===== config.mk =====
export PLATFORM = sky130hd
export DESIGN_NAME = branch_stack
export DESIGN_NICKNAME = d
export VERILOG_FILES = /design/src/hw/bs_config_pkg.sv /design/src/hw/bs_types_pkg.sv /design/src/hw/ckpt_write_if.sv /design/src/hw/ckpt_read_if.sv /design/src/hw/checkpoint_alloc.sv /design/src/hw/checkpoint_file.sv /design/src/hw/branch_resolver.sv /design/src/hw/branch_stack.sv
export SDC_FILE = /design/constraint.sdc
export NUM_CORES = 1
export LEC_CHECK = 0
export ABC_AREA = 1
export BUFFER_PORTS_ARGS = -buffer_cell sky130_fd_sc_hd__buf_4
export CAP_MARGIN = 5
export CORE_MARGIN = 2
export CORE_UTILIZATION = 30
export CTS_CLUSTER_DIAMETER = 150
export DETAILED_ROUTE_END_ITERATION = 8
export GPL_ROUTABILITY_DRIVEN = 1
export HOLD_SLACK_MARGIN = 0.12
export PLACE_DENSITY = 0.5
export SETUP_SLACK_MARGIN = 0.15
export SLEW_MARGIN = 20
export SYNTH_ARGS = -nofsm -noshare
export SYNTH_HDL_FRONTEND = slang
export SYNTH_HIERARCHICAL = 1
export SYNTH_SLANG_ARGS = --single-unit

===== constraint.sdc =====
create_clock -name clock -period 7.5 [get_ports clock]
set_input_delay 0.375 -clock clock [delete_from_list [all_inputs] [get_ports clock]]
set_output_delay 0.375 -clock clock [all_outputs]
set_load 0.1 [all_outputs]

===== src/hw/bs_config_pkg.sv =====
package bs_config_pkg;

    // Program counter width
    parameter int XLEN = 32;

    // ROB holds 64 entries
    parameter int ROB_IDX_W = 6;

    // Load and store queues, 16 entries each
    parameter int LSQ_IDX_W = 4;

    // Four in-flight conditional branches
    parameter int DEFAULT_NUM_CKPT = 4;

endpackage


===== src/hw/bs_types_pkg.sv =====
package bs_types_pkg;

    // State saved at dispatch of a conditional branch
    typedef struct packed {
        logic [bs_config_pkg::XLEN-1:0]      pc;
        logic [bs_config_pkg::ROB_IDX_W-1:0] rob_tail;
        logic [bs_config_pkg::LSQ_IDX_W-1:0] lq_tail;
        logic [bs_config_pkg::LSQ_IDX_W-1:0] sq_tail;
    } checkpoint_t;

    // Result of comparing the real next PC with the prediction
    typedef enum logic [1:0] {
        RES_NONE,
        RES_CORRECT,
        RES_MISPREDICT
    } resolve_e;

endpackage


===== src/hw/ckpt_write_if.sv =====
`timescale 1ns/10ps

interface ckpt_write_if #(
    parameter int NUM_CKPT = bs_config_pkg::DEFAULT_NUM_CKPT
);
    import bs_types_pkg::*;

    // One-hot slot, zero when nothing is written
    logic [NUM_CKPT-1:0] write;
    checkpoint_t         entry;
    logic [NUM_CKPT-1:0] mask;
    // Registered valid bits of all slots
    logic [NUM_CKPT-1:0] live;

    modport alloc (output write, output entry, output mask, input live);
    modport file (input write, input entry, input mask, output live);

endinterface


===== src/hw/ckpt_read_if.sv =====
`timescale 1ns/10ps

interface ckpt_read_if #(
    parameter int NUM_CKPT = bs_config_pkg::DEFAULT_NUM_CKPT
);
    import bs_types_pkg::*;

    checkpoint_t [NUM_CKPT-1:0]         entries;
    logic [NUM_CKPT-1:0][NUM_CKPT-1:0] masks;
    logic [NUM_CKPT-1:0]               live;
    // Slots to invalidate at the next edge
    logic [NUM_CKPT-1:0]               free;
    // Branch bit to drop from every mask
    logic [NUM_CKPT-1:0]               clear;

    modport file (
        output entries, output masks, output live,
        input free, input clear
    );
    modport resolver (
        input entries, input masks, input live,
        output free, output clear
    );

endinterface


===== src/hw/checkpoint_alloc.sv =====
`timescale 1ns/10ps

module checkpoint_alloc #(
    parameter int NUM_CKPT = bs_config_pkg::DEFAULT_NUM_CKPT
) (
    input  logic                                dispatch_valid,
    input  logic [bs_config_pkg::XLEN-1:0]      dispatch_pc,
    input  logic [bs_config_pkg::ROB_IDX_W-1:0] dispatch_rob_tail,
    input  logic [bs_config_pkg::LSQ_IDX_W-1:0] dispatch_lq_tail,
    input  logic [bs_config_pkg::LSQ_IDX_W-1:0] dispatch_sq_tail,
    input  bs_types_pkg::resolve_e              outcome,
    ckpt_write_if.alloc                         wr,
    output logic [NUM_CKPT-1:0]                 dispatch_tag,
    output logic                                stack_full
);
    import bs_types_pkg::*;

    logic [NUM_CKPT-1:0] free_slots;
    logic [NUM_CKPT-1:0] lowest_free;
    logic                write_en;

    assign free_slots = ~wr.live;

    // Isolate the lowest set bit
    assign lowest_free = free_slots & (~free_slots + NUM_CKPT'(1));

    assign stack_full = &wr.live;

    // Tag stays one-hot when full, slot 0 by convention
    assign dispatch_tag = stack_full ? NUM_CKPT'(1) : lowest_free;

    // Wrong-path dispatch during a mispredict is dropped
    assign write_en = dispatch_valid && !stack_full && (outcome != RES_MISPREDICT);

    assign wr.write = write_en ? dispatch_tag : '0;

    assign wr.entry = '{
        pc:       dispatch_pc,
        rob_tail: dispatch_rob_tail,
        lq_tail:  dispatch_lq_tail,
        sq_tail:  dispatch_sq_tail
    };

    // Own bit plus every older branch still in flight
    assign wr.mask = wr.live | dispatch_tag;

endmodule


===== src/hw/checkpoint_file.sv =====
`timescale 1ns/10ps

module checkpoint_file #(
    parameter int NUM_CKPT = bs_config_pkg::DEFAULT_NUM_CKPT
) (
    input  logic         clock,
    input  logic         reset,
    ckpt_write_if.file   wr,
    ckpt_read_if.file    rd
);
    import bs_types_pkg::*;

    checkpoint_t [NUM_CKPT-1:0]         entries;
    logic [NUM_CKPT-1:0][NUM_CKPT-1:0] masks;
    logic [NUM_CKPT-1:0]               live;

    // Valid bits and masks
    always_ff @(posedge clock) begin
        if (reset) begin
            live  <= '0;
            masks <= '0;
        end else begin
            for (int i = 0; i < NUM_CKPT; i++) begin
                if (wr.write[i]) begin
                    // New slot wins over a free of the same slot
                    live[i]  <= 1'b1;
                    masks[i] <= wr.mask & ~rd.clear;
                end else if (rd.free[i]) begin
                    live[i]  <= 1'b0;
                    masks[i] <= '0;
                end else begin
                    masks[i] <= masks[i] & ~rd.clear;
                end
            end
        end
    end

    // Snapshot payload
    always_ff @(posedge clock) begin
        for (int i = 0; i < NUM_CKPT; i++) begin
            if (wr.write[i]) begin
                entries[i] <= wr.entry;
            end
        end
    end

    assign wr.live = live;

    assign rd.live    = live;
    assign rd.masks   = masks;
    assign rd.entries = entries;

endmodule


===== src/hw/branch_resolver.sv =====
`timescale 1ns/10ps

module branch_resolver #(
    parameter int NUM_CKPT = bs_config_pkg::DEFAULT_NUM_CKPT
) (
    input  logic                                 resolve_valid,
    input  logic [NUM_CKPT-1:0]                  resolve_tag,
    input  logic                                 resolve_taken,
    input  logic [bs_config_pkg::XLEN-1:0]       resolve_target,
    input  logic [bs_config_pkg::XLEN-1:0]       resolve_npc,
    ckpt_read_if.resolver                        rd,
    output bs_types_pkg::resolve_e               outcome,
    output logic                                 correct_predict,
    output logic                                 mispredict,
    output logic [NUM_CKPT-1:0]                  resolved_branch,
    output logic [bs_config_pkg::XLEN-1:0]       redirect_pc,
    output logic [bs_config_pkg::ROB_IDX_W-1:0]  rob_tail_recovery,
    output logic [bs_config_pkg::LSQ_IDX_W-1:0]  lq_tail_recovery,
    output logic [bs_config_pkg::LSQ_IDX_W-1:0]  sq_tail_recovery
);
    import bs_config_pkg::*;
    import bs_types_pkg::*;

    checkpoint_t         sel;
    logic                hit;
    logic [XLEN-1:0]     expected_npc;
    logic [NUM_CKPT-1:0] younger;

    // Tag must name exactly one live slot
    always_comb begin
        sel = '0;
        hit = 1'b0;
        for (int i = 0; i < NUM_CKPT; i++) begin
            if (resolve_tag == (NUM_CKPT'(1) << i) && rd.live[i]) begin
                sel = rd.entries[i];
                hit = 1'b1;
            end
        end
    end

    assign expected_npc = resolve_taken ? resolve_target : sel.pc + XLEN'(4);

    always_comb begin
        if (!(resolve_valid && hit)) begin
            outcome = RES_NONE;
        end else if (expected_npc == resolve_npc) begin
            outcome = RES_CORRECT;
        end else begin
            outcome = RES_MISPREDICT;
        end
    end

    assign correct_predict = (outcome == RES_CORRECT);
    assign mispredict      = (outcome == RES_MISPREDICT);
    assign resolved_branch = (outcome != RES_NONE) ? resolve_tag : '0;

    // Branch itself and everything dispatched after it
    always_comb begin
        for (int i = 0; i < NUM_CKPT; i++) begin
            younger[i] = rd.live[i] && |(rd.masks[i] & resolve_tag);
        end
    end

    assign rd.free  = mispredict ? younger : (correct_predict ? resolve_tag : '0);
    assign rd.clear = correct_predict ? resolve_tag : '0;

    assign redirect_pc       = mispredict ? expected_npc : '0;
    assign rob_tail_recovery = mispredict ? sel.rob_tail : '0;
    assign lq_tail_recovery  = mispredict ? sel.lq_tail : '0;
    assign sq_tail_recovery  = mispredict ? sel.sq_tail : '0;

endmodule


===== src/hw/branch_stack.sv =====
`timescale 1ns/10ps

module branch_stack #(
    parameter int NUM_CKPT = bs_config_pkg::DEFAULT_NUM_CKPT
) (
    input  logic                                 clock,
    input  logic                                 reset,

    // Dispatch of a conditional branch
    input  logic                                 dispatch_valid,
    input  logic [bs_config_pkg::XLEN-1:0]       dispatch_pc,
    input  logic [bs_config_pkg::ROB_IDX_W-1:0]  dispatch_rob_tail,
    input  logic [bs_config_pkg::LSQ_IDX_W-1:0]  dispatch_lq_tail,
    input  logic [bs_config_pkg::LSQ_IDX_W-1:0]  dispatch_sq_tail,
    output logic [NUM_CKPT-1:0]                  dispatch_tag,
    output logic                                 stack_full,

    // Outcome from execute
    input  logic                                 resolve_valid,
    input  logic [NUM_CKPT-1:0]                  resolve_tag,
    input  logic                                 resolve_taken,
    input  logic [bs_config_pkg::XLEN-1:0]       resolve_target,
    input  logic [bs_config_pkg::XLEN-1:0]       resolve_npc,

    // Recovery
    output logic                                 correct_predict,
    output logic                                 mispredict,
    output logic [NUM_CKPT-1:0]                  resolved_branch,
    output logic [bs_config_pkg::XLEN-1:0]       redirect_pc,
    output logic [bs_config_pkg::ROB_IDX_W-1:0]  rob_tail_recovery,
    output logic [bs_config_pkg::LSQ_IDX_W-1:0]  lq_tail_recovery,
    output logic [bs_config_pkg::LSQ_IDX_W-1:0]  sq_tail_recovery
);
    import bs_types_pkg::*;

    resolve_e outcome;

    ckpt_write_if #(.NUM_CKPT(NUM_CKPT)) wr_if ();
    ckpt_read_if #(.NUM_CKPT(NUM_CKPT)) rd_if ();

    checkpoint_alloc #(.NUM_CKPT(NUM_CKPT)) i_alloc (
        .dispatch_valid    (dispatch_valid),
        .dispatch_pc       (dispatch_pc),
        .dispatch_rob_tail (dispatch_rob_tail),
        .dispatch_lq_tail  (dispatch_lq_tail),
        .dispatch_sq_tail  (dispatch_sq_tail),
        .outcome           (outcome),
        .wr                (wr_if.alloc),
        .dispatch_tag      (dispatch_tag),
        .stack_full        (stack_full)
    );

    checkpoint_file #(.NUM_CKPT(NUM_CKPT)) i_file (
        .clock (clock),
        .reset (reset),
        .wr    (wr_if.file),
        .rd    (rd_if.file)
    );

    branch_resolver #(.NUM_CKPT(NUM_CKPT)) i_resolver (
        .resolve_valid     (resolve_valid),
        .resolve_tag       (resolve_tag),
        .resolve_taken     (resolve_taken),
        .resolve_target    (resolve_target),
        .resolve_npc       (resolve_npc),
        .rd                (rd_if.resolver),
        .outcome           (outcome),
        .correct_predict   (correct_predict),
        .mispredict        (mispredict),
        .resolved_branch   (resolved_branch),
        .redirect_pc       (redirect_pc),
        .rob_tail_recovery (rob_tail_recovery),
        .lq_tail_recovery  (lq_tail_recovery),
        .sq_tail_recovery  (sq_tail_recovery)
    );

endmodule


# Word level (Yosys, flattened, before mapping)
# Cells that the tools add are included.
[classes]
mux = 36
eq_ne = 8
reduce_logical = 22
bitwise = 14
n_addsub = 2
[ops]
columns = ["op", "count"]
rows = [
  ["$mux 46", 4],
  ["$mux 32", 2],
  ["$mux 4", 15],
  ["$and 4x4->4", 10],
  ["$add 32x3->32 const B", 1],
  ["$eq 32x32->1", 1],
  ["$reduce_or 4->1", 4],
  ["$mux 1", 12],
  ["$not 4->4", 3],
  ["$logic_and 1x1->1", 11],
  ["$reduce_bool 2->1", 5],
  ["$mux 6", 1],
  ["$add 4x1->4 const B", 1],
  ["$eq 4x1->1 const B", 1],
  ["$eq 4x2->1 const B", 1],
  ["$eq 4x3->1 const B", 1],
  ["$eq 4x4->1 const B", 1],
  ["$mux 2", 2],
  ["$or 4x4->4", 1],
  ["$reduce_and 4->1", 1],
  ["$eq 2x1->1 const B", 1],
  ["$eq 2x2->1 const B", 1],
  ["$ne 2x2->1 const B", 1],
  ["$logic_not 1->1", 1],
]
[totals]
input_bits = 119
reg_bits = 204

# Longest topological paths before layout
# Gate-level depths: netlist of the first run.
[logic_depth]
ltp_word = 17
ltp_mapped = 35
depth_no_buf = 31

# Modules after synthesis
# The synthesis of the first run kept the hierarchy.
[by_module_without_submodules]
columns = ["module", "area_each_um2", "instances", "cells_per_inst", "seq_area_each_um2"]
rows = [
  ["checkpoint_file", 6398.6, 1, 306, 5925.7],
  ["branch_resolver", 4584.4, 1, 962, 0.0],
  ["checkpoint_alloc", 464.2, 1, 71, 0.0],
]

# Worst setup path after synthesis of the first run
# No wires, ideal clock.
[synth_path]
kind = "input -> register"
from = "in resolve_tag[3]"
to = "reg i_file/rd.entries[138] (netlist name)"
setup_ns = 0.463
arrival_time_ns = 5.854
setup_slack_ns = 1.183
stages = 28
path_cell_list = "buf_2 nor2_4 nand3_1 o21ai_1 nor2_1 nor2_2 ha_1 nand2_2 nor2_2 nand2_1 nor2_4 nand4_1 nand3_1 nand2_1 nand2_1 nand2_1 nor2_1 nand2_1 nor2_1 nand3_2 nand2_2 buf_6 buf_8 inv_2 buf_4 nand2_1 nand2_1 nor2_1"
[synth_between]
elab_chain_len = 14
word_cells_on_any_way = 25
[synth_rtl]
columns = ["item", "line_no", "text"]
rows = [
  ["start, declared", "branch_stack.sv:20", "input logic [NUM_CKPT-1:0] resolve_tag,"],
  ["$eq 4x1->1", "branch_resolver.sv:34", "if (resolve_tag == (NUM_CKPT'(1) << i) && rd.live[i]) begin"],
  ["$logic_and 1x1->1", "branch_resolver.sv:34", ""],
  ["$mux 46 (4 in series)", "branch_resolver.sv:34", ""],
  ["$add 32x3->32", "branch_resolver.sv:41", "assign expected_npc = resolve_taken ? resolve_target : sel.pc + XLEN'(4);"],
  ["$mux 32", "branch_resolver.sv:41", ""],
  ["$eq 32x32->1", "branch_resolver.sv:46", "end else if (expected_npc == resolve_npc) begin"],
  ["$mux 2", "branch_resolver.sv:46", ""],
  ["$mux 2 *", "branch_resolver.sv:44", "if (!(resolve_valid && hit)) begin"],
  ["named net outcome[1]", "branch_stack.sv:36", "resolve_e outcome;"],
  ["$ne 2x2->1 *", "checkpoint_alloc.sv:33", "assign write_en = dispatch_valid && !stack_full && (outcome != RES_MISPREDICT);"],
  ["$logic_and 1x1->1 *", "checkpoint_alloc.sv:33", ""],
  ["$mux 4 *", "checkpoint_alloc.sv:35", "assign wr.write = write_en ? dispatch_tag : '0;"],
  ["named net wr_if.write[3]", "ckpt_write_if.sv:9", "logic [NUM_CKPT-1:0] write;"],
]
# Mark *: on every way through the listed nets, which the timed path passes. The rest lies on a longest branch.
# A chain may end at the register's enable or synchronous reset.

# Worst setup path in the final report of the first run
[layout_path]
from = "reg i_file.live[2] (netlist: i_file/rd.live[2])"
to = "reg i_file.live[3] (netlist: i_file/rd.live[3])"
[layout_between]
elab_chain_len = 12
word_cells_on_any_way = 28
[layout_rtl]
columns = ["item", "line_no", "text"]
rows = [
  ["start, declared", "checkpoint_file.sv:15", "logic [NUM_CKPT-1:0] live;"],
  ["start signal, assigned", "checkpoint_file.sv:20", "live <= '0;"],
  ["start signal, assigned by index", "checkpoint_file.sv:26", "live[i] <= 1'b1;"],
  ["start signal, assigned by index", "checkpoint_file.sv:29", "live[i] <= 1'b0;"],
  ["$logic_and 1x1->1 *", "branch_resolver.sv:34", ""],
  ["$mux 46 (2 in series)", "branch_resolver.sv:34", ""],
  ["$add 32x3->32", "branch_resolver.sv:41", ""],
  ["$mux 32", "branch_resolver.sv:41", ""],
  ["$eq 32x32->1", "branch_resolver.sv:46", ""],
  ["$mux 2", "branch_resolver.sv:46", ""],
  ["$mux 2 *", "branch_resolver.sv:44", ""],
  ["named net outcome[0]", "branch_stack.sv:36", ""],
  ["$ne 2x2->1 *", "checkpoint_alloc.sv:33", ""],
  ["$logic_and 1x1->1 *", "checkpoint_alloc.sv:33", ""],
  ["$mux 4 *", "checkpoint_alloc.sv:35", ""],
  ["named net wr_if.write[3]", "ckpt_write_if.sv:9", ""],
  ["$mux 1 / $reduce_bool 2->1 (equally long branches)", "--", ""],
]
# Marks and branches as above.

==> metrics.txt, run 1 <==
# TYPE chip_impl_metric gauge
chip_impl_metric{name="final_layout_size_suffix_gt1_share",unit="%"} 21.4
chip_impl_metric{name="cts.repair_timing.setup_buffer_count",unit=""} 0
chip_impl_metric{name="num-fill-cells",unit=""} 3891
chip_impl_metric{name="share_of_the_synthesized_area_in_the_top_cell_type",unit="%"} 48.3
chip_impl_info{name="synthDominantAreaCellType",value="edfxtp_1"} 1
chip_impl_info{name="status",value="finished clean"} 1
chip_impl_metric{name="power.static_leakage",unit="nW"} 5.69
chip_impl_metric{name="cts_buf_count",unit=""} 22
chip_impl_info{name="cp-end-kind",value="flip-flop"} 1
chip_impl_metric{name="cp_data_arrival_time",unit="ns"} 6.24
chip_impl_metric{name="worst_skew_pair.late_latency",unit="ns"} 0.51
chip_impl_metric{name="core.rowCount",unit=""} 71
chip_impl_info{name="cp_common_cell",value="nand2_1"} 1
chip_impl_metric{name="remaining_drc_errors",unit=""} 0
chip_impl_metric{name="synth_seq_cells",unit=""} 204
chip_impl_metric{name="clock_sinks",unit=""} 204
chip_impl_metric{name="sequential_share_of_the_synthesized_area",unit="%"} 51.8
chip_impl_metric{name="worstPathRequired",unit="ns"} 7.90
chip_impl_metric{name="count_of_flip_flops_with_a_built_in_enable_after_synthesis",unit=""} 184
chip_impl_metric{name="synthToLayoutAreaGrowth",unit="%"} 23.3
chip_impl_metric{name="final_util",unit="%"} 37.5
chip_impl_info{name="ys_top_cells_by_count",value="nand2_1, edfxtp_1, nor2_1"} 1
chip_impl_metric{name="comb_power_share",unit="%"} 9.4
chip_impl_metric{name="synthesis.instances",unit=""} 1339
chip_impl_info{name="yosys.cell_count.top_type",value="nand2_1"} 1
chip_impl_info{name="timing.critical_path.slowest_stage_cell",value="buf_4"} 1
chip_impl_metric{name="finish.instance_area",unit="sq um"} 14100
chip_impl_metric{name="share_seq_of_total_power",unit="%"} 47.9
chip_impl_metric{name="p_sw",unit="mW"} 0.602
chip_impl_metric{name="routed_wire_length_per_instance",unit="um"} 17.2
chip_impl_metric{name="clock_skew",unit="ns"} 0.0209
chip_impl_metric{name="postSynthAreaPerCell",unit="sq um"} 8.55
chip_impl_metric{name="internal-power",unit="mW"} 2.09
chip_impl_metric{name="totalWireLength",unit="mm"} 34.8
chip_impl_info{name="cp_startpoint_kind",value="flip-flop"} 1
chip_impl_metric{name="power.clock.fraction",unit="%"} 42.7
chip_impl_metric{name="setup_total_negative_slack",unit="ns"} 0
chip_impl_metric{name="vias",unit=""} 9493
chip_impl_metric{name="route.antenna.remaining_nets",unit=""} 0
chip_impl_metric{name="max_slew_margin",unit="%"} 42.1
chip_impl_metric{name="die_height",unit="um"} 199
chip_impl_metric{name="hold-worst-slack",unit="ns"} 0.196
chip_impl_metric{name="place.detailed.hpwl",unit="mm"} 24.8
chip_impl_metric{name="dpl.cell_count",unit=""} 1940
chip_impl_info{name="setup.worst_path.class",value="flip-flop to flip-flop"} 1
chip_impl_metric{name="slowest_delay",unit="ns"} 0.67
chip_impl_info{name="synth_ff_type",value="edfxtp_1"} 1
chip_impl_metric{name="finalWeightedCongestion",unit=""} 0.884
chip_impl_metric{name="clock_tree.buffer_depth",unit=""} 3
chip_impl_info{name="cts-root-buf",value="clkbuf_16"} 1
chip_impl_metric{name="finalNetCount",unit=""} 1619
chip_impl_metric{name="grt_ovf",unit=""} 0
chip_impl_metric{name="final-setup-viol-count",unit=""} 0
chip_impl_metric{name="grt_max_degree",unit=""} 62
chip_impl_metric{name="drv_slew",unit=""} 0
chip_impl_metric{name="first_global_vias",unit=""} 9231
chip_impl_metric{name="sequential_cell_area",unit="sq um"} 5930
chip_impl_metric{name="boundaryPins",unit=""} 176
chip_impl_metric{name="cts-htree-levels",unit=""} 1
chip_impl_metric{name="final-instance-count-excl-fill",unit=""} 2024
chip_impl_metric{name="synth.distinct_cells",unit=""} 38
chip_impl_metric{name="clk_transition_reported_paths",unit="ns"} 0.06
chip_impl_metric{name="place_area",unit="sq um"} 12900
chip_impl_metric{name="grt_first_pass_wirelength",unit="mm"} 53.1
chip_impl_info{name="synth_area_leaders",value="edfxtp_1, nand2_1, nand3_1, nor2_1, inv_1"} 1
chip_impl_metric{name="crit_path_max_fanout",unit=""} 52
chip_impl_metric{name="number_of_hold_violations_in_the_final_report",unit=""} 0
chip_impl_metric{name="fp.dieW",unit="um"} 199
chip_impl_metric{name="synth-warning-count",unit=""} 6
chip_impl_metric{name="mappedNetlistArea",unit="sq um"} 11400
chip_impl_info{name="hold_path_class",value="input pin to flip-flop"} 1
chip_impl_metric{name="tightestPinTransition",unit="ns"} 0.867
chip_impl_info{name="clock_tree_from_tritoncts",value="done"} 1
chip_impl_metric{name="final_critical_path_share_of_the_clock_period",unit="%"} 77.8
chip_impl_metric{name="synth_async_sr_flop_share",unit="%"} 0
chip_impl_metric{name="grt_usage",unit="%"} 17.4
chip_impl_metric{name="floorplan.initialDensity",unit="%"} 30.4
chip_impl_metric{name="first_pass_iters",unit=""} 5
chip_impl_metric{name="portBuffers",unit=""} 175
chip_impl_metric{name="n_antenna_cell",unit=""} 0
chip_impl_metric{name="max_clock_freq",unit="MHz"} 171
chip_impl_metric{name="die_area",unit="sq um"} 39700
chip_impl_metric{name="fin_crit",unit="ns"} 5.83
chip_impl_metric{name="power.share.switching",unit="%"} 22.4
chip_impl_metric{name="multi_input_gate_area",unit="sq um"} 4340
chip_impl_metric{name="drv_cap",unit=""} 0
chip_impl_metric{name="power_density",unit="nW/um^2"} 190
chip_impl_metric{name="vias_per_cell",unit=""} 4.69
chip_impl_metric{name="grt_antenna_before_repair",unit=""} 0
chip_impl_metric{name="core_region_area",unit="sq um"} 37700
chip_impl_info{name="rsz0062_at_grt",value="no"} 1
chip_impl_metric{name="vdd_ir_drop_max",unit="mV"} 0.173
chip_impl_metric{name="synth.net_count",unit=""} 1459
chip_impl_metric{name="detailedRoute.firstIterationViolations",unit=""} 640
-- metrics by stage --
step,power [mW],setup WS [ns]
global placement,1.55,1.51
CTS,2.72,1.62
detailed placement,1.55,1.42
global route,2.79,0.985
finish,2.69,1.67
floorplan,1.46,1.18
-- cell type report --
class | instances | area share [%]
clock buffers | 26 | 4.01
inverters | 141 | 3.75
well taps | 511 | 4.53
repair buffers | 236 | 13.5
multi-input cells | 894 | 30.8
clock inverters | 12 | 1.43
flip-flops and latches | 204 | 42.0
-- logic make-up (layout without fill, tap and decap cells) --
kind of cell / after synthesis / count (layout) / share of synthesized area [%]
buffers and inverters: 241 / 415 / 10.6
adders and majority gates: 1 / 1 / 0.109
muxes: 1 / 1 / 0.0874
AOI/OAI and AO/OA: 84 / 84 / 4.70
DFF: 204 / 204 / 51.8
xor gates and xnor gates: 2 / 2 / 0.153
and+or+nand+nor: 805 / 805 / 32.6
other: 1 / 1 / 0.0328
-- critical path: cells and delay by family, from the launching register on --
family / cells / cell delay, ns
simple gates: 25 / 4.07
buf+inv: 2 / 0.73
flops: 1 / 0.50
compound gates: 1 / 0.16
fa+ha+maj: 1 / 0.23
-- cell usage in the layout (no fill, tap or decap), drive strengths merged, types with 2 or more instances in the layout --
cell type	instances
a21boi	13
a21oi	22
a221oi	2
a41oi	4
buf	190
bufinv	5
clkbuf	26
clkinv	6
dfxtp	20
dlygate4sd3	46
edfxtp	184
inv	142
nand2	366
nand3	122
nand3b	22
nand4	68
nor2	172
nor3	2
o21ai	23
o21bai	3
o221ai	13
o22ai	3
or2	53
xnor2	2
-- metal layers --
layer,global-route usage (%),wire (um),part of all wire (%)
met5,0,0,0
met4,5.43,905,2.6
met3,2.48,1960,5.6
met2,29.3,16100,46
met1,23.2,15900,46
-- registers in the layout, summed over array words and instances, names as in the netlist --
register	cells
i_file/rd.entries	184
i_file/rd.live	4
i_file/rd.masks	16
-- what timing repair did --
| item | CTS | global route |
|---|---|---|
| gates resized for setup | 0 | 0 |
| hold buffers | 46 | 0 |
| hold endpoints to repair | 184 | 0 |
-- worst paths after layout --
check	startpoint	endpoint	slack, ns	cells after the start
hold / removal	reset	i_file/rd.masks[13]	0.20	2
hold reg to reg	i_file/rd.masks[10]	i_file/rd.masks[10]	0.52	4
setup / recovery	i_file/rd.live[2]	i_file/rd.live[3]	1.67	29
setup reg to reg	i_file/rd.live[2]	i_file/rd.live[3]	1.67	29
-- power by group through the flow --
stage / registers [mW] / logic, mW / clock network, mW
after global placement: 1.31 / 0.235 / 0
after floorplan: 1.31 / 0.149 / 0
final: 1.29 / 0.254 / 1.15
after CTS: 1.29 / 0.257 / 1.17
after global routing: 1.29 / 0.279 / 1.22
after detailed placement: 1.31 / 0.237 / 0
Power figures use the tool's default switching activity.
==> run 2: changes to the inputs <==
--- a/config.mk
+++ b/config.mk
@@ -14,7 +14,7 @@
 export DETAILED_ROUTE_END_ITERATION = 8
 export GPL_ROUTABILITY_DRIVEN = 1
 export HOLD_SLACK_MARGIN = 0.12
-export PLACE_DENSITY = 0.5
+export PLACE_DENSITY = 0.51
 export SETUP_SLACK_MARGIN = 0.15
 export SLEW_MARGIN = 20
 export SYNTH_ARGS = -nofsm -noshare
==> constraint.sdc (replaced) <==
create_clock -name clock -period 4.8 [get_ports clock]
set_input_delay 0.24 -clock clock [delete_from_list [all_inputs] [get_ports clock]]
set_output_delay 0.24 -clock clock [all_outputs]
set_load 0.1 [all_outputs]
==> run 2 against run 1 <==
Clock-buffer cell count up 1. Design area increased by 2.7%. Hold slack improved by 0.27 ns. Sequential power up 55%. Critical path type is now flip-flop to output pin. First-iteration DRC count rose by 12%. Final cell count rose by 1.6%. Highest routed layer is now met5.
==> metrics.txt, run 2 (synthesis results as in run 1) <==
# TYPE chip_impl_metric gauge
chip_impl_metric{name="finalNetCount",unit=""} 1653
chip_impl_metric{name="clock_skew",unit="ns"} 0.00706
chip_impl_metric{name="final-setup-viol-count",unit=""} 0
chip_impl_metric{name="portBuffers",unit=""} 175
chip_impl_metric{name="grt_max_degree",unit=""} 58
chip_impl_info{name="cp_startpoint_kind",value="flip-flop"} 1
chip_impl_info{name="setup.worst_path.class",value="flip-flop to output pin"} 1
chip_impl_info{name="largest-register",value="i_file/rd.entries"} 1
chip_impl_info{name="timing.critical_path.slowest_stage_cell",value="dfxtp_1"} 1
chip_impl_metric{name="vias_per_cell",unit=""} 4.71
chip_impl_metric{name="place_area",unit="sq um"} 13200
chip_impl_metric{name="grt_ovf",unit=""} 0
chip_impl_metric{name="setup_total_negative_slack",unit="ns"} 0
chip_impl_metric{name="num-fill-cells",unit=""} 3860
chip_impl_metric{name="crit_path_max_fanout",unit=""} 11
chip_impl_metric{name="dpl.cell_count",unit=""} 1969
chip_impl_metric{name="routed_wire_length_per_instance",unit="um"} 17.6
chip_impl_metric{name="die_height",unit="um"} 199
chip_impl_metric{name="detailedRoute.firstIterationViolations",unit=""} 714
chip_impl_info{name="cp_common_cell",value="nand2_1"} 1
chip_impl_metric{name="final_layout_size_suffix_gt1_share",unit="%"} 23.4
chip_impl_metric{name="clock_tree.buffer_depth",unit=""} 3
chip_impl_info{name="cp-end-kind",value="output pin"} 1
chip_impl_metric{name="number_of_hold_violations_in_the_final_report",unit=""} 0
chip_impl_metric{name="fp.dieW",unit="um"} 199
chip_impl_metric{name="vdd_ir_drop_max",unit="mV"} 0.243
chip_impl_metric{name="drv_slew",unit=""} 0
chip_impl_info{name="layout.cells.most_common_list",value="nand2_1, buf_4, edfxtp_1"} 1
chip_impl_metric{name="vias",unit=""} 9687
chip_impl_metric{name="floorplan.initialDensity",unit="%"} 30.4
chip_impl_metric{name="worstPathBufferInverterCount",unit=""} 3
chip_impl_info{name="status",value="finished clean"} 1
chip_impl_metric{name="cts-htree-levels",unit=""} 1
chip_impl_metric{name="boundaryPins",unit=""} 176
chip_impl_metric{name="number_of_flip_flops_under_the_largest_register_name",unit=""} 184
chip_impl_info{name="cp_cell_sequence",value="nand4_4 > nand2_1 > nor2_1 > nor2_2 > ha_2 > nand2_2 > nor2_2 > nand3_1 > nand2_1 > nand3_1 > nand2_1 > nand2_1 > nand2_1 > inv_1 > nor2_1 > nand2_1 > nor2_1 > nand3_2 > nand2_4 > clkbuf_16 > nor2_1 > buf_4"} 1
chip_impl_metric{name="n_antenna_cell",unit=""} 0
chip_impl_metric{name="place.detailed.hpwl",unit="mm"} 26.5
chip_impl_metric{name="clock_sinks",unit=""} 204
chip_impl_metric{name="power_density",unit="nW/um^2"} 278
chip_impl_info{name="biggestRegsByFlops",value="i_file/rd.entries: 184 flops, i_file/rd.masks: 16 flops, i_file/rd.live: 4 flops"} 1
chip_impl_info{name="hold_path_class",value="input pin to flip-flop"} 1
chip_impl_metric{name="synthToLayoutAreaGrowth",unit="%"} 26.6
chip_impl_metric{name="final_critical_path_share_of_the_clock_period",unit="%"} 89.7
chip_impl_info{name="clock_tree_from_tritoncts",value="done"} 1
chip_impl_info{name="crit_family",value="simple AND/OR/NAND/NOR gates"} 1
chip_impl_metric{name="finish.instance_area",unit="sq um"} 14500
chip_impl_metric{name="slowest_delay",unit="ns"} 0.40
chip_impl_metric{name="remaining_drc_errors",unit=""} 0
chip_impl_metric{name="hold-worst-slack",unit="ns"} 0.461
chip_impl_metric{name="final-instance-count-excl-fill",unit=""} 2056
chip_impl_metric{name="finalWeightedCongestion",unit=""} 0.884
chip_impl_metric{name="grt_antenna_before_repair",unit=""} 1
chip_impl_info{name="cts-root-buf",value="clkbuf_16"} 1
chip_impl_metric{name="clk_transition_reported_paths",unit="ns"} 0.06
chip_impl_metric{name="worstPathRequired",unit="ns"} 4.56
chip_impl_metric{name="die_area",unit="sq um"} 39700
chip_impl_info{name="final_common_cell",value="nand2_1"} 1
chip_impl_metric{name="fin_crit",unit="ns"} 4.30
chip_impl_metric{name="core_region_area",unit="sq um"} 37700
chip_impl_metric{name="core.rowCount",unit=""} 71
chip_impl_metric{name="cp_data_arrival_time",unit="ns"} 4.06
chip_impl_metric{name="final_util",unit="%"} 38.5
chip_impl_metric{name="power.static_leakage",unit="nW"} 5.87
chip_impl_metric{name="route.antenna.remaining_nets",unit=""} 0
chip_impl_metric{name="max_clock_freq",unit="MHz"} 232
chip_impl_metric{name="first_global_vias",unit=""} 9234
chip_impl_info{name="rsz0062_at_grt",value="no"} 1
chip_impl_metric{name="max_slew_margin",unit="%"} 56.2
chip_impl_metric{name="totalWireLength",unit="mm"} 36.1
chip_impl_metric{name="first_pass_iters",unit=""} 5
chip_impl_metric{name="cts_buf_count",unit=""} 21
chip_impl_metric{name="drv_cap",unit=""} 0
chip_impl_metric{name="tightestPinTransition",unit="ns"} 0.657
chip_impl_metric{name="grt_first_pass_wirelength",unit="mm"} 53.1
chip_impl_metric{name="grt_usage",unit="%"} 17.3
chip_impl_metric{name="worst_skew_pair.late_latency",unit="ns"} 0.49
## run 2: worst paths after layout
kind,slack [ns],to,depth (start not counted),start
setup reg to reg,0.55,i_file/rd.entries[131],25,i_file/rd.live[3]
setup / recovery,0.50,redirect_pc[22],22,i_file/rd.live[3]
hold / removal,0.46,i_file/rd.entries[60],4,dispatch_valid
hold reg to reg,0.53,i_file/rd.masks[9],4,i_file/rd.masks[9]
## run 2: layout make-up
cell class	instances	area, sq um	area share [%]
multi-input combinational	894	4390	30.3
clock inverter	8	111	0.769
clock buffer	27	548	3.78
tap	511	639	4.41
inverter	141	536	3.70
timing repair buffer	271	2340	16.2
sequential	204	5930	40.9
## run 2: what timing repair did
action,4_1_cts,5_1_grt
setup endpoints to repair,0,251
hold buffers,47,0
hold endpoints to repair,204,0
gates resized for setup,0,15
buffers inserted,0,2
## run 2: layer usage
metal  vias up  GRT usage [%]  routed length [um]
li1       4802              -                   -
met1      4525           24.3               16800
met2       308           29.0               16600
met3        50           1.86                2050
met4         2           3.62                 688
met5         -              0                  11
## run 2: worst register-to-register path, cell delays in order, from the launching register on
cell,delay (ns)
dfxtp_1,0.40
nand4_4,0.18
nand2_1,0.12
nor2_1,0.06
nor2_2,0.20
ha_2,0.24
nand2_2,0.13
nor2_2,0.29
nand3_1,0.19
nand2_1,0.10
nand3_1,0.15
nand2_1,0.16
nand2_1,0.06
nand2_1,0.10
inv_1,0.05
nor2_1,0.09
nand2_1,0.07
nor2_1,0.15
nand3_2,0.13
nand2_4,0.17
buf_12,0.13
inv_6,0.02
nand2_1,0.12
nand2_2,0.17
nor2_4,0.20
buf_12,0.24
## run 2: per-stage QoR
stage / total power [mW] / setup WS [ns]
2_1_floorplan: 2.27 / 0.186
3_3_place_gp: 2.44 / 0.339
3_5_place_dp: 2.44 / 0.284
4_1_cts: 4.07 / 0.225
5_1_grt: 4.18 / 0.146
6_report: 4.03 / 0.495
## run 2: where the power goes
part	internal, mW	total, mW	switching, mW
logic	0.172	0.430	0.259
registers	1.99	2.00	0.0119
clock network	0.961	1.59	0.633
total	3.12	4.03	0.903
==> run 3: changes to the inputs <==
--- a/config.mk
+++ b/config.mk
@@ -14,7 +14,7 @@
 export DETAILED_ROUTE_END_ITERATION = 8
 export GPL_ROUTABILITY_DRIVEN = 1
 export HOLD_SLACK_MARGIN = 0.12
-export PLACE_DENSITY = 0.51
+export PLACE_DENSITY = 0.45
 export SETUP_SLACK_MARGIN = 0.15
 export SLEW_MARGIN = 20
 export SYNTH_ARGS = -nofsm -noshare
==> constraint.sdc (replaced) <==
create_clock -name clock -period 4.3 [get_ports clock]
set_input_delay 0.215 -clock clock [delete_from_list [all_inputs] [get_ports clock]]
set_output_delay 0.215 -clock clock [all_outputs]
set_load 0.1 [all_outputs]
==> run 3 against run 2 <==
Die area unchanged. Hold slack worse by 0.13 ns. Global-route usage up 1.5 points. Worst setup slack got worse by 0.31 ns. Clock power grew 19%. First-iteration DRC count decreased by 20%. Critical path depth increased by 4. Sequential power rose by 12%. Design area increased by 14%.
==> metrics.txt, run 3 (synthesis results as in run 1) <==
# TYPE chip_impl_metric gauge
chip_impl_metric{name="drv_cap",unit=""} 0
chip_impl_metric{name="grt_first_pass_wirelength",unit="mm"} 57.0
chip_impl_info{name="cts-root-buf",value="clkbuf_16"} 1
chip_impl_metric{name="number_of_flip_flops_under_the_largest_register_name",unit=""} 184
chip_impl_metric{name="vias_per_cell",unit=""} 4.60
chip_impl_metric{name="power.static_leakage",unit="nW"} 6.83
chip_impl_metric{name="max_clock_freq",unit="MHz"} 243
chip_impl_metric{name="sequential_cell_area",unit="sq um"} 5940
chip_impl_info{name="status",value="finished clean"} 1
chip_impl_metric{name="die_height",unit="um"} 199
chip_impl_metric{name="finalNetCount",unit=""} 1795
chip_impl_metric{name="fp.dieW",unit="um"} 199
chip_impl_metric{name="first_pass_iters",unit=""} 5
chip_impl_info{name="rsz0062_at_grt",value="yes"} 1
chip_impl_metric{name="clock_tree.buffer_depth",unit=""} 3
chip_impl_metric{name="dpl.cell_count",unit=""} 2095
chip_impl_metric{name="clock_sinks",unit=""} 204
chip_impl_metric{name="finalWeightedCongestion",unit=""} 0.887
chip_impl_metric{name="power_density",unit="nW/um^2"} 284
chip_impl_metric{name="routed_wire_length_per_instance",unit="um"} 17.4
chip_impl_metric{name="multi_input_gate_area",unit="sq um"} 4780
chip_impl_metric{name="place.detailed.hpwl",unit="mm"} 27.8
chip_impl_metric{name="boundaryPins",unit=""} 176
chip_impl_metric{name="detailedRoute.firstIterationViolations",unit=""} 568
chip_impl_metric{name="synthToLayoutAreaGrowth",unit="%"} 44.6
chip_impl_metric{name="first_global_vias",unit=""} 9987
chip_impl_info{name="setup.worst_path.class",value="flip-flop to output pin"} 1
chip_impl_metric{name="remaining_drc_errors",unit=""} 0
chip_impl_metric{name="die_area",unit="sq um"} 39700
chip_impl_metric{name="final-setup-viol-count",unit=""} 0
chip_impl_metric{name="worst_skew_pair.late_latency",unit="ns"} 0.50
chip_impl_info{name="hold_path_class",value="input pin to flip-flop"} 1
chip_impl_metric{name="clock_skew",unit="ns"} 0.0166
chip_impl_info{name="cp_startpoint_kind",value="flip-flop"} 1
chip_impl_metric{name="grt_ovf",unit=""} 0
chip_impl_info{name="clock_tree_from_tritoncts",value="done"} 1
chip_impl_metric{name="pre_cts_slack",unit="ns"} -0.148
chip_impl_metric{name="postLayoutSetupSlackWorst",unit="ns"} 0.183
chip_impl_metric{name="grt_usage",unit="%"} 18.8
chip_impl_metric{name="portBuffers",unit=""} 175
chip_impl_metric{name="route.antenna.remaining_nets",unit=""} 0
chip_impl_info{name="largest-register",value="i_file/rd.entries"} 1
chip_impl_info{name="cp-end-kind",value="output pin"} 1
chip_impl_metric{name="vias",unit=""} 10100
chip_impl_metric{name="grt_antenna_before_repair",unit=""} 0
chip_impl_metric{name="cts-htree-levels",unit=""} 1
chip_impl_info{name="layout.cells.most_common_list",value="nand2_1, buf_4, edfxtp_1"} 1
chip_impl_metric{name="final-instance-count-excl-fill",unit=""} 2201
chip_impl_metric{name="crit_path_max_fanout",unit=""} 10
chip_impl_metric{name="n_antenna_cell",unit=""} 0
chip_impl_metric{name="core_region_area",unit="sq um"} 37700
chip_impl_info{name="final_common_cell",value="nand2_1"} 1
chip_impl_metric{name="cp_data_arrival_time",unit="ns"} 3.90
chip_impl_metric{name="final_layout_size_suffix_gt1_share",unit="%"} 35.4
chip_impl_info{name="biggestRegsByFlops",value="i_file/rd.entries: 184 flops, i_file/rd.masks: 16 flops, i_file/rd.live: 4 flops"} 1
chip_impl_metric{name="clk_transition_reported_paths",unit="ns"} 0.06
chip_impl_metric{name="core.rowCount",unit=""} 71
chip_impl_metric{name="max_slew_margin",unit="%"} 63.6
chip_impl_info{name="timing.critical_path.slowest_stage_cell",value="dfxtp_2"} 1
chip_impl_metric{name="totalWireLength",unit="mm"} 38.4
chip_impl_metric{name="slowest_delay",unit="ns"} 0.35
chip_impl_metric{name="grt_max_degree",unit=""} 40
chip_impl_metric{name="vdd_ir_drop_max",unit="mV"} 0.278
chip_impl_metric{name="floorplan.initialDensity",unit="%"} 30.4
chip_impl_info{name="cp_common_cell",value="nand2_1"} 1
chip_impl_metric{name="worstPathRequired",unit="ns"} 4.09
chip_impl_metric{name="number_of_hold_violations_in_the_final_report",unit=""} 0
chip_impl_metric{name="fin_crit",unit="ns"} 4.12
chip_impl_metric{name="drv_slew",unit=""} 0
chip_impl_metric{name="num-fill-cells",unit=""} 3773
chip_impl_metric{name="final_critical_path_share_of_the_clock_period",unit="%"} 95.7
chip_impl_metric{name="cts_buf_count",unit=""} 22
chip_impl_metric{name="tightestPinTransition",unit="ns"} 0.541
[run 3: critical path, delay by kind of cell (launching register included)]
kind / cells / cell delay (ns)
and+or+nand+nor: 19 / 1.89
buffers and inverters: 7 / 1.13
DFF: 1 / 0.35
[run 3: path summary, 6_finish.rpt]
path | cells after the start | from | slack, ns | endpoint
hold / removal | 6 | dispatch_valid | 0.33 | i_file/rd.masks[5]
setup reg to reg | 28 | i_file/rd.live[2] | 0.30 | i_file/rd.entries[172]
setup / recovery | 26 | i_file/rd.live[2] | 0.18 | redirect_pc[28]
hold reg to reg | 4 | i_file/rd.masks[13] | 0.53 | i_file/rd.masks[13]
[run 3: layer usage]
layer  wire [um]  track usage, %
met4         843            4.66
met5           0               0
met3        1410            1.81
met2       18800            33.2
met1       17300            24.8
[run 3: report_power, final]
part	total (mW)	switching (mW)	internal, mW
combinational	0.573	0.315	0.258
sequential	2.24	0.0157	2.22
clock	1.89	0.737	1.15
total	4.70	1.07	3.63
[run 3: final cells by class]
| cell class | count | share of cell area (%) |
|---|---|---|
| Inverter | 141 | 3.30 |
| Clock inverter | 12 | 0.816 |
| Clock buffer | 27 | 3.57 |
| Timing Repair Buffer | 412 | 23.7 |
| Multi-Input combinational cell | 894 | 28.9 |
| Tap cell | 511 | 3.86 |
| Sequential cell | 204 | 35.9 |
[run 3: repair_timing]
action | 4_1_cts | 5_1_grt
hold buffers | 47 | 0
pin swaps | 7 | 13
buffers inserted | 7 | 6
setup endpoints to repair | 213 | 252
endpoints found under the hold margin | 204 | 0
resized for setup | 91 | 109
gates cloned | 3 | 4
[run 3: per-stage QoR]
| step | TNS, ns | utilization (%) | instance area (sq um) | hold WS (ns) | power, mW |
|---|---|---|---|---|---|
| finish | 0 | 43.9 | 16600 | 0.328 | 4.70 |
| global route | -1.10 | 43.9 | 16600 | 0.328 | 4.88 |
| CTS | 0 | 42.5 | 16000 | 0.322 | 4.74 |
| detailed placement | -17.27 | 38.0 | 14300 | 0.426 | 2.79 |
| global placement | -21.83 | 38.0 | 14300 | 0.422 | 2.79 |
| floorplan | -0.421 | - | 11600 | 0.411 | 2.54 |
